<file path="config.mk">
export PLATFORM = sky130hd
export DESIGN_NAME = ddr3_ddl_top
export DESIGN_NICKNAME = d
export VERILOG_FILES = /design/src/hdl/ddr3_cmd_pkg.sv /design/src/hdl/ddr3_data_pkg.sv /design/src/hdl/ddr3_delay_timer.sv /design/src/hdl/ddr3_burst_path.sv /design/src/hdl/ddr3_cmd_fsm.sv /design/src/hdl/ddr3_ddl_top.sv
export VERILOG_INCLUDE_DIRS = /design/src /design/src/hdl
export SDC_FILE = /design/constraint.sdc
export NUM_CORES = 1
export LEC_CHECK = 0
export ABC_CLOCK_PERIOD_IN_PS = 2430
export BUFFER_PORTS_ARGS = -buffer_cell sky130_fd_sc_hd__buf_2
export CORE_ASPECT_RATIO = 2
export CORE_MARGIN = 1
export CORE_UTILIZATION = 41
export DETAILED_ROUTE_END_ITERATION = 12
export GPL_TIMING_DRIVEN = 0
export PLACE_DENSITY = 0.89
export SYNTH_ARGS = -nofsm -noshare
export SYNTH_HDL_FRONTEND = slang
export SYNTH_SLANG_ARGS = --single-unit
</file>
<file path="constraint.sdc">
create_clock -name clock -period 2.43 [get_ports clock]
set_input_delay 0.243 -clock clock [delete_from_list [all_inputs] [get_ports clock]]
set_output_delay 0.243 -clock clock [all_outputs]
set_load 0.05 [all_outputs]
</file>
<file path="src/hdl/ddr3_params.svh">
`ifndef DDR3_PARAMS_SVH
`define DDR3_PARAMS_SVH

// Address and data path widths
`define DDR_ROW_BITS 13
`define DDR_BANK_BITS 3
`define DFI_DATA_BITS 32
`define DFI_MASK_BITS 4

// CAS write latency and CAS latency, in controller clock cycles
`define DDR_CWL 6
`define DDR_CL 6

// Register stages inside the PHY on the data paths
`define PHY_WR_LATENCY 1
`define PHY_RD_LATENCY 1

// BL8 takes four clock cycles at double data rate
`define BURST_CYCLES 4

// Command timing, in cycles that ctl_rdy_o stays low after acceptance

// Wait from clock enable to the first command
`define T_INIT 5
// Activate to read or write
`define T_RCD 3
// Precharge to activate
`define T_RP 2
// Refresh cycle time
`define T_RFC 11
// Mode register set to next command
`define T_MRD 4
// Read to read, write to write
`define T_CCD 4
// Read to write turnaround
`define T_RTW 6
// Write to read turnaround, includes write recovery
`define T_WTR 18
// Read and write with auto-precharge, until the bank is idle again
`define T_RDA 12
`define T_WRA 14
// Initial ZQ calibration
`define T_ZQINIT 512

// Wide enough for T_ZQINIT
`define TIMER_BITS 10

`endif

</file>
<file path="src/hdl/ddr3_cmd_pkg.sv">
`default_nettype none

`include "ddr3_params.svh"

package ddr3_cmd_pkg;

  // RAS_n, CAS_n, WE_n as seen on the DDR3 pins
  typedef enum logic [2:0] {
    CMD_MRS  = 3'b000,
    CMD_REF  = 3'b001,
    CMD_PRE  = 3'b010,
    CMD_ACT  = 3'b011,
    CMD_WR   = 3'b100,
    CMD_RD   = 3'b101,
    CMD_ZQCL = 3'b110,
    CMD_NOP  = 3'b111
  } ddr_cmd_e;

  // ST_INIT covers the wait after reset or clock enable
  typedef enum logic [3:0] {
    ST_INIT,
    ST_IDLE,
    ST_ACTV,
    ST_READ,
    ST_WRIT,
    ST_PREC,
    ST_REFR,
    ST_MODE,
    ST_ZQCL
  } ddr_state_e;

  typedef logic [`DDR_ROW_BITS-1:0] row_addr_t;
  typedef logic [`DDR_BANK_BITS-1:0] bank_t;

  typedef struct packed {
    ddr_cmd_e  cmd;
    bank_t     bank;
    row_addr_t addr;
  } dfi_cmd_t;

  typedef logic [`TIMER_BITS-1:0] delay_t;

endpackage

`default_nettype wire

</file>
<file path="src/hdl/ddr3_data_pkg.sv">
`default_nettype none

`include "ddr3_params.svh"

package ddr3_data_pkg;

  // One DFI data word, half of the BL8 burst beat pair per clock
  typedef logic [`DFI_DATA_BITS-1:0] dfi_data_t;

  // Byte mask, high masks the byte
  typedef logic [`DFI_MASK_BITS-1:0] dfi_mask_t;

  typedef struct packed {
    dfi_mask_t mask;
    dfi_data_t data;
  } wr_beat_t;

endpackage

`default_nettype wire

</file>
<file path="src/hdl/ddr3_delay_timer.sv">
`timescale 1ns/1ps
`default_nettype none

`include "ddr3_params.svh"

module ddr3_delay_timer (
  input  wire                   clock,
  input  wire                   reset,
  input  wire                   load_i,
  input  ddr3_cmd_pkg::delay_t  delay_i,
  output logic                  expired_o
);

  import ddr3_cmd_pkg::*;

  delay_t count;

  // Reset starts the init wait, so the first ready comes T_INIT cycles later
  always_ff @(posedge clock) begin
    if (reset) begin
      count <= delay_t'(`T_INIT);
    end else if (load_i) begin
      count <= delay_i;
    end else if (count != '0) begin
      count <= count - 1'b1;
    end
  end

  assign expired_o = (count == '0);

  // Commands are only accepted once the previous delay has run out
  a_no_early_load : assert property (@(posedge clock) disable iff (reset)
    load_i |-> expired_o)
    else $error("timer loaded with %0d cycles still to run", count);

endmodule

`default_nettype wire

</file>
<file path="src/hdl/ddr3_burst_path.sv">
`timescale 1ns/1ps
`default_nettype none

`include "ddr3_params.svh"

// LATENCY counts from the issue cycle to the first enabled cycle, at least 2
module ddr3_burst_path #(
  parameter int LATENCY = 5
) (
  input  wire   clock,
  input  wire   reset,
  input  wire   issue_i,
  output logic  lead_o,
  output logic  enable_o
);

  localparam int DEPTH = LATENCY - 1;
  localparam int CBITS = $clog2(`BURST_CYCLES + 1);

  logic [DEPTH-1:0] line;
  logic [CBITS-1:0] count;
  logic             reload;

  // Issue pulses travel down the line, several may be in flight
  always_ff @(posedge clock) begin
    if (reset) begin
      line <= '0;
    end else begin
      line <= (line << 1) | DEPTH'(issue_i);
    end
  end

  // A pulse leaving the line opens the window on the next cycle
  assign reload = line[DEPTH-1];

  always_ff @(posedge clock) begin
    if (reset) begin
      count <= '0;
    end else if (reload) begin
      count <= CBITS'(`BURST_CYCLES);
    end else if (count != '0) begin
      count <= count - 1'b1;
    end
  end

  assign enable_o = (count != '0);

  // Window shifted one cycle early, stays unbroken across reloads
  assign lead_o = reload | (count > CBITS'(1));

  a_window_len : assert property (@(posedge clock) disable iff (reset)
    reload ##1 (!reload)[*`BURST_CYCLES] |=> !enable_o)
    else $error("burst window longer than %0d cycles", `BURST_CYCLES);

endmodule

`default_nettype wire

</file>
<file path="src/hdl/ddr3_cmd_fsm.sv">
`timescale 1ns/1ps
`default_nettype none

`include "ddr3_params.svh"

module ddr3_cmd_fsm (
  input  wire                       clock,
  input  wire                       reset,
  input  wire                       cke_i,
  input  wire                       ctl_req_i,
  input  ddr3_cmd_pkg::dfi_cmd_t    ctl_cmd_i,
  output logic                      ctl_rdy_o,
  output logic                      ctl_run_o,
  output ddr3_cmd_pkg::dfi_cmd_t    dfi_cmd_o,
  output logic                      load_o,
  output ddr3_cmd_pkg::delay_t      delay_o,
  input  wire                       expired_i,
  output logic                      write_issue_o,
  output logic                      read_issue_o
);

  import ddr3_cmd_pkg::*;

  ddr_state_e state;
  ddr_state_e state_nxt;
  delay_t     delay_nxt;
  logic       hold;
  logic       accept;
  logic       auto_pre;
  logic       cmd_legal;
  logic       run_q;
  ddr_cmd_e   cmd_q;
  bank_t      bank_q;
  row_addr_t  addr_q;

  // Clock enable low keeps the whole layer in reset
  assign hold = reset | ~cke_i;

  // Ready whenever the timer has run out
  assign ctl_rdy_o = expired_i;
  assign accept    = ctl_req_i & expired_i;
  assign auto_pre  = ctl_cmd_i.addr[10];

  // Run rises together with the first ready
  assign ctl_run_o = run_q | expired_i;

  assign load_o  = accept;
  assign delay_o = delay_nxt;

  // Delay and next state for the requested command
  always_comb begin
    state_nxt = ST_IDLE;
    delay_nxt = '0;
    case (ctl_cmd_i.cmd)
      CMD_ACT: begin
        state_nxt = ST_ACTV;
        delay_nxt = delay_t'(`T_RCD);
      end
      CMD_RD: begin
        if (auto_pre) begin
          delay_nxt = delay_t'(`T_RDA);
        end else begin
          state_nxt = ST_READ;
          delay_nxt = (state == ST_WRIT) ? delay_t'(`T_WTR) : delay_t'(`T_CCD);
        end
      end
      CMD_WR: begin
        if (auto_pre) begin
          delay_nxt = delay_t'(`T_WRA);
        end else begin
          state_nxt = ST_WRIT;
          delay_nxt = (state == ST_READ) ? delay_t'(`T_RTW) : delay_t'(`T_CCD);
        end
      end
      CMD_PRE: begin
        state_nxt = ST_PREC;
        delay_nxt = delay_t'(`T_RP);
      end
      CMD_REF: begin
        state_nxt = ST_REFR;
        delay_nxt = delay_t'(`T_RFC);
      end
      CMD_MRS: begin
        state_nxt = ST_MODE;
        delay_nxt = delay_t'(`T_MRD);
      end
      CMD_ZQCL: begin
        state_nxt = ST_ZQCL;
        delay_nxt = delay_t'(`T_ZQINIT);
      end
      default: begin
        // NOP leaves the memory idle with no wait
        state_nxt = ST_IDLE;
      end
    endcase
  end

  // A command accepted at the end of the init wait is checked as from IDLE
  always_comb begin
    case (state)
      ST_INIT, ST_IDLE: begin
        cmd_legal = ctl_cmd_i.cmd inside {CMD_ACT, CMD_PRE, CMD_REF, CMD_MRS,
                                          CMD_ZQCL, CMD_NOP};
      end
      ST_ACTV, ST_READ, ST_WRIT: cmd_legal = ctl_cmd_i.cmd inside {CMD_RD, CMD_WR, CMD_ACT};
      ST_PREC: cmd_legal = ctl_cmd_i.cmd inside {CMD_ACT, CMD_REF, CMD_NOP};
      ST_REFR: cmd_legal = ctl_cmd_i.cmd inside {CMD_ACT, CMD_REF};
      ST_MODE: cmd_legal = ctl_cmd_i.cmd inside {CMD_MRS, CMD_REF, CMD_PRE, CMD_ZQCL};
      ST_ZQCL: cmd_legal = ctl_cmd_i.cmd inside {CMD_ACT, CMD_REF, CMD_PRE};
      default: cmd_legal = 1'b0;
    endcase
  end

  always_ff @(posedge clock) begin
    if (hold) begin
      state <= ST_INIT;
      run_q <= 1'b0;
      cmd_q <= CMD_NOP;
    end else begin
      cmd_q <= accept ? ctl_cmd_i.cmd : CMD_NOP;
      if (expired_i) begin
        run_q <= 1'b1;
        // No follow-up request means the memory is idle
        state <= ctl_req_i ? state_nxt : ST_IDLE;
      end
    end
  end

  // Bank and address only matter alongside a valid command
  always_ff @(posedge clock) begin
    if (accept) begin
      bank_q <= ctl_cmd_i.bank;
      addr_q <= ctl_cmd_i.addr;
    end
  end

  assign dfi_cmd_o = '{cmd: cmd_q, bank: bank_q, addr: addr_q};

  // Burst windows start from the cycle the command is on the PHY
  assign write_issue_o = (cmd_q == CMD_WR);
  assign read_issue_o  = (cmd_q == CMD_RD);

  // The controller must only send commands allowed by the memory state
  a_cmd_legal : assert property (@(posedge clock) disable iff (hold)
    accept |-> cmd_legal)
    else $error("illegal command %0h in state %s", ctl_cmd_i.cmd, state.name());

endmodule

`default_nettype wire

</file>
<file path="src/hdl/ddr3_ddl_top.sv">
`timescale 1ns/1ps
`default_nettype none

`include "ddr3_params.svh"

module ddr3_ddl_top (
  input  wire                       clock,
  input  wire                       reset,
  input  wire                       ddr_cke_i,

  // Controller command port
  input  wire                       ctl_req_i,
  input  ddr3_cmd_pkg::dfi_cmd_t    ctl_cmd_i,
  output logic                      ctl_rdy_o,
  output logic                      ctl_run_o,

  // Write and read data from and to the controller
  input  ddr3_data_pkg::wr_beat_t   mem_wbeat_i,
  output logic                      mem_wready_o,
  input  wire                       mem_rready_i,
  output logic                      mem_rvalid_o,
  output ddr3_data_pkg::dfi_data_t  mem_rdata_o,

  // PHY side
  output ddr3_cmd_pkg::dfi_cmd_t    dfi_cmd_o,
  output logic                      dfi_wstb_o,
  output logic                      dfi_wren_o,
  output ddr3_data_pkg::wr_beat_t   dfi_wbeat_o,
  output logic                      dfi_rden_o,
  input  wire                       dfi_rvalid_i,
  input  ddr3_data_pkg::dfi_data_t  dfi_rdata_i
);

  import ddr3_cmd_pkg::*;

  logic   ddl_reset;
  logic   load;
  delay_t delay;
  logic   expired;
  logic   write_issue;
  logic   read_issue;

  // Timer and data paths restart whenever clock enable drops
  assign ddl_reset = reset | ~ddr_cke_i;

  ddr3_cmd_fsm u_cmd_fsm (
    .clock         (clock),
    .reset         (reset),
    .cke_i         (ddr_cke_i),
    .ctl_req_i     (ctl_req_i),
    .ctl_cmd_i     (ctl_cmd_i),
    .ctl_rdy_o     (ctl_rdy_o),
    .ctl_run_o     (ctl_run_o),
    .dfi_cmd_o     (dfi_cmd_o),
    .load_o        (load),
    .delay_o       (delay),
    .expired_i     (expired),
    .write_issue_o (write_issue),
    .read_issue_o  (read_issue)
  );

  ddr3_delay_timer u_delay_timer (
    .clock     (clock),
    .reset     (ddl_reset),
    .load_i    (load),
    .delay_i   (delay),
    .expired_o (expired)
  );

  ddr3_burst_path #(
    .LATENCY (`DDR_CWL - `PHY_WR_LATENCY)
  ) wr_path (
    .clock    (clock),
    .reset    (ddl_reset),
    .issue_i  (write_issue),
    .lead_o   (dfi_wstb_o),
    .enable_o (dfi_wren_o)
  );

  // Read strobe comes from the PHY, so no lead is needed here
  ddr3_burst_path #(
    .LATENCY (`DDR_CL - `PHY_RD_LATENCY)
  ) rd_path (
    .clock    (clock),
    .reset    (ddl_reset),
    .issue_i  (read_issue),
    .lead_o   (),
    .enable_o (dfi_rden_o)
  );

  // Data goes straight through, the controller does the buffering
  assign mem_wready_o = dfi_wren_o;
  assign dfi_wbeat_o  = mem_wbeat_i;
  assign mem_rvalid_o = dfi_rvalid_i;
  assign mem_rdata_o  = dfi_rdata_i;

  // Read data cannot be stalled, the controller has to take every beat
  a_no_read_stall : assert property (@(posedge clock) disable iff (ddl_reset)
    mem_rvalid_o |-> mem_rready_i)
    else $error("read data dropped, controller not ready");

endmodule

`default_nettype wire

</file>
==> flow_metrics.py <==
metrics = {
    "yosys": {
        "synth-warning-count": 0,
        "synth.largest_area_cell": "dfxtp_1",
        "synth_seq_cells": 48,
        "syn_nets": 359,
        "ys_types": 47,
        "ys.flop_type": "dfxtp_1",
        "netlist_area_um2": 2540,
        "synth_edf_count": 16,
        "ys_seq_area_share_pct": 44.2,
        "avgSynthCellArea_um2": 9.80,
        "synth.top_cell.area_share_pct": 25.2,
        "synthTopCellsByArea": "dfxtp_1, buf_4, edfxtp_1, ha_1, a21oi_1",
        "synthArstFlopShare_pct": 0,
        "synthCells": 259,
    },
    "global_route": {
        "grt_usage_pct": 18.3,
        "grt_first_pass_wirelength_um": 8980,
        "gr-total-overflow": 0,
        "grt_max_degree": 17,
        "antenna_found_initial": 0,
        "grt_pass1_vias": 2054,
    },
    "route": {
        "drc": 17,
        "dr.pass1.iters": 9,
        "viasPerCell": 5.01,
        "wl_per_cell_um": 13.4,
        "drtIter0Drc": 71,
        "routed_wl_um": 5960,
        "vias": 2235,
        "drtAntennaViolNets": 0,
    },
    "sta": {
        "fin_crit_sh_pct": 91.9,
        "hold_violations": 0,
        "drv_slew": 0,
        "fmax_mhz": 448,
        "rsz0062_at_grt": "no",
        "clock_skew_ns": 0.00537,
        "setup_ws_ns": 0.196,
        "max_slew_margin_pct": 59.2,
        "worst_slew_pin_slew_ns": 0.603,
        "period_needed_ns": 2.23,
        "setup_viol": 0,
    },
    "worst_setup_path": {
        "crit_path_start_kind": "register",
        "path_max_fanout": 10,
        "setup.worst_path.class": "register to output port",
        "arrival_ns": 1.99,
        "cp-end-kind": "output port",
        "critPathRequiredTime_ns": 2.19,
    },
    "final_layout": {
        "multiInputGateArea_um2": 796,
        "fillers": 530,
        "drive_gt1_share_pct": 54.0,
        "area_growth_pct": 33.0,
        "n_antenna_cell": 0,
        "stdcell_count": 446,
        "regArea_um2": 1120,
        "fin_nets": 482,
        "design_area_um2": 3380,
    },
    "clock_network": {
        "path_clk_slew_ns": 0.07,
        "post_cts_buffers": 0,
        "cts_buffer_depth": 2,
        "cts_root_buf": "clkbuf_16",
        "numCtsBuffers": 5,
        "clock_sinks": 48,
        "clock_latency_ns": 0.29,
        "cts_tree": "done",
        "htreeDepth": 2,
    },
    "power": {
        "pwr_density_cell_nw_per_um2": 611,
        "ir_drop_uv": 523,
        "power_w": 0.00206,
        "leakagePower_nw": 1.61,
    },
    "floorplan": {
        "die_area_um2": 6530,
        "die_x_um": 57.6,
        "fp.coreArea_um2": 6010,
        "io_pins": 187,
        "die_h_um": 113,
        "start_util_pct": 42.3,
        "num_rows": 40,
    },
    "flow_run": {
        "maxCapViolations": 0,
    },
    "placement": {
        "portBuffers": 116,
        "place_area_um2": 3200,
        "routabilityCongestion": 0.905,
        "dp_hpwl_um": 4870,
        "place_ws_ns": -0.0482,
        "placedCellCount": 438,
    },
    "run_status": {
        "status": "finished, violations left",
        "violations": "DRC",
    },
    "worst_hold_path": {
        "min_path_type": "primary input to register",
    },
}
## through the flow
stage               utilization (%)  hold slack [ns]  setup TNS, ns
floorplan                         -            0.342              0
global placement               53.2            0.410              0
detailed placement             53.2            0.415         -0.761
CTS                            56.1            0.123              0
global route                   56.2            0.117              0
finish                         56.2            0.128              0
## logic make-up after synthesis
logic type      synth area share, %
fa+ha+maj                      3.45
flops                          44.2
simple gates                   16.2
compound gates                 9.62
buf+inv                        24.7
xor+xnor                       1.04
mux                           0.789
## Yosys cell counts, types with 2 or more instances
| library cell | number |
|---|---|
| nor3_1 | 9 |
| nand4_1 | 3 |
| nand3_1 | 2 |
| and2_1 | 9 |
| clkbuf_1 | 4 |
| nor2b_1 | 2 |
| a21oi_1 | 17 |
| nand2b_1 | 4 |
| xnor2_1 | 2 |
| mux2i_1 | 2 |
| nor2_1 | 15 |
| o21ai_0 | 4 |
| or2_2 | 2 |
| nor4b_1 | 2 |
| or3_1 | 3 |
| edfxtp_1 | 16 |
| a31oi_1 | 3 |
| buf_6 | 2 |
| buf_4 | 70 |
| ha_1 | 7 |
| nand4b_1 | 2 |
| nor3b_1 | 3 |
| o31ai_1 | 2 |
| nand2_1 | 7 |
| inv_1 | 12 |
| o211ai_1 | 3 |
| dfxtp_1 | 32 |
## per-layer routing
metal / track usage [%] / vias to the layer above / wire length [um]
met4: 9.59 / 0 / 160
met2: 34.6 / 175 / 3090
met3: 4.11 / 13 / 645
met1: 17.5 / 987 / 2060
met5: 0 / - / 0
li1: - / 1060 / -
## where the power goes
group          switching, W  total (W)  internal [W]
clock network      0.000297   0.000786      0.000489
registers        0.00000411   0.000836      0.000832
logic              0.000300   0.000442      0.000142
## registers in the layout (all words and copies together), names as in the netlist
name and cells:
u_cmd_fsm.bank_q 3, u_cmd_fsm.cmd_q 3, u_cmd_fsm.state 4, rd_path.line 4
rd_path.count 3, wr_path.count 3, u_cmd_fsm.addr_q 13, u_delay_timer.count 10
wr_path.line 4, u_cmd_fsm.run_q 1
## placed cells by master (no fill, tap or decap), types with 8 or more instances in the layout
| cell | count |
|---|---|
| nor3_1 | 9 |
| inv_1 | 12 |
| dfxtp_1 | 32 |
| buf_2 | 116 |
| buf_4 | 70 |
| and2_1 | 8 |
| nor2_1 | 15 |
| a21oi_1 | 17 |
| edfxtp_1 | 16 |
## path summary, 6_finish.rpt
| check | from | end | slack, ns | cells past startpoint |
|---|---|---|---|---|
| setup / recovery | u_delay_timer.count[0] | ctl_rdy_o | 0.20 | 7 |
| hold / removal | ctl_cmd_i[0] | u_cmd_fsm.addr_q[0] | 0.13 | 1 |
| setup reg to reg | u_delay_timer.count[0] | u_cmd_fsm.bank_q[1] | 0.28 | 7 |
| hold reg to reg | rd_path.line[1] | rd_path.line[2] | 0.43 | 1 |
## critical path, cell delays in order, from the launching register on
cell      delay [ns]
dfxtp_1         0.35
inv_1           0.09
ha_1            0.20
nor3b_2         0.24
nand3_2         0.22
clkinv_2        0.17
buf_6           0.16
buf_2           0.27
## cell type report
class                   count  area share, %
repair buffers            116           17.2
well taps                  63           2.34
flip-flops and latches     48           33.2
multi-input cells         121           23.6
inverters                  13           1.48
clock inverters             3           1.41
plain buffers              77           17.1
clock buffers               5           3.71
## repair_timing
action / CTS / global route
gates cloned: 0 / 0
gates resized for setup: 1 / 1
setup endpoints to repair: 16 / 17
endpoints found under the hold margin: 0 / 0
hold buffers: 0 / 0
pin swaps: 0 / 1
No activity file was read; power rests on OpenSTA's default activity.
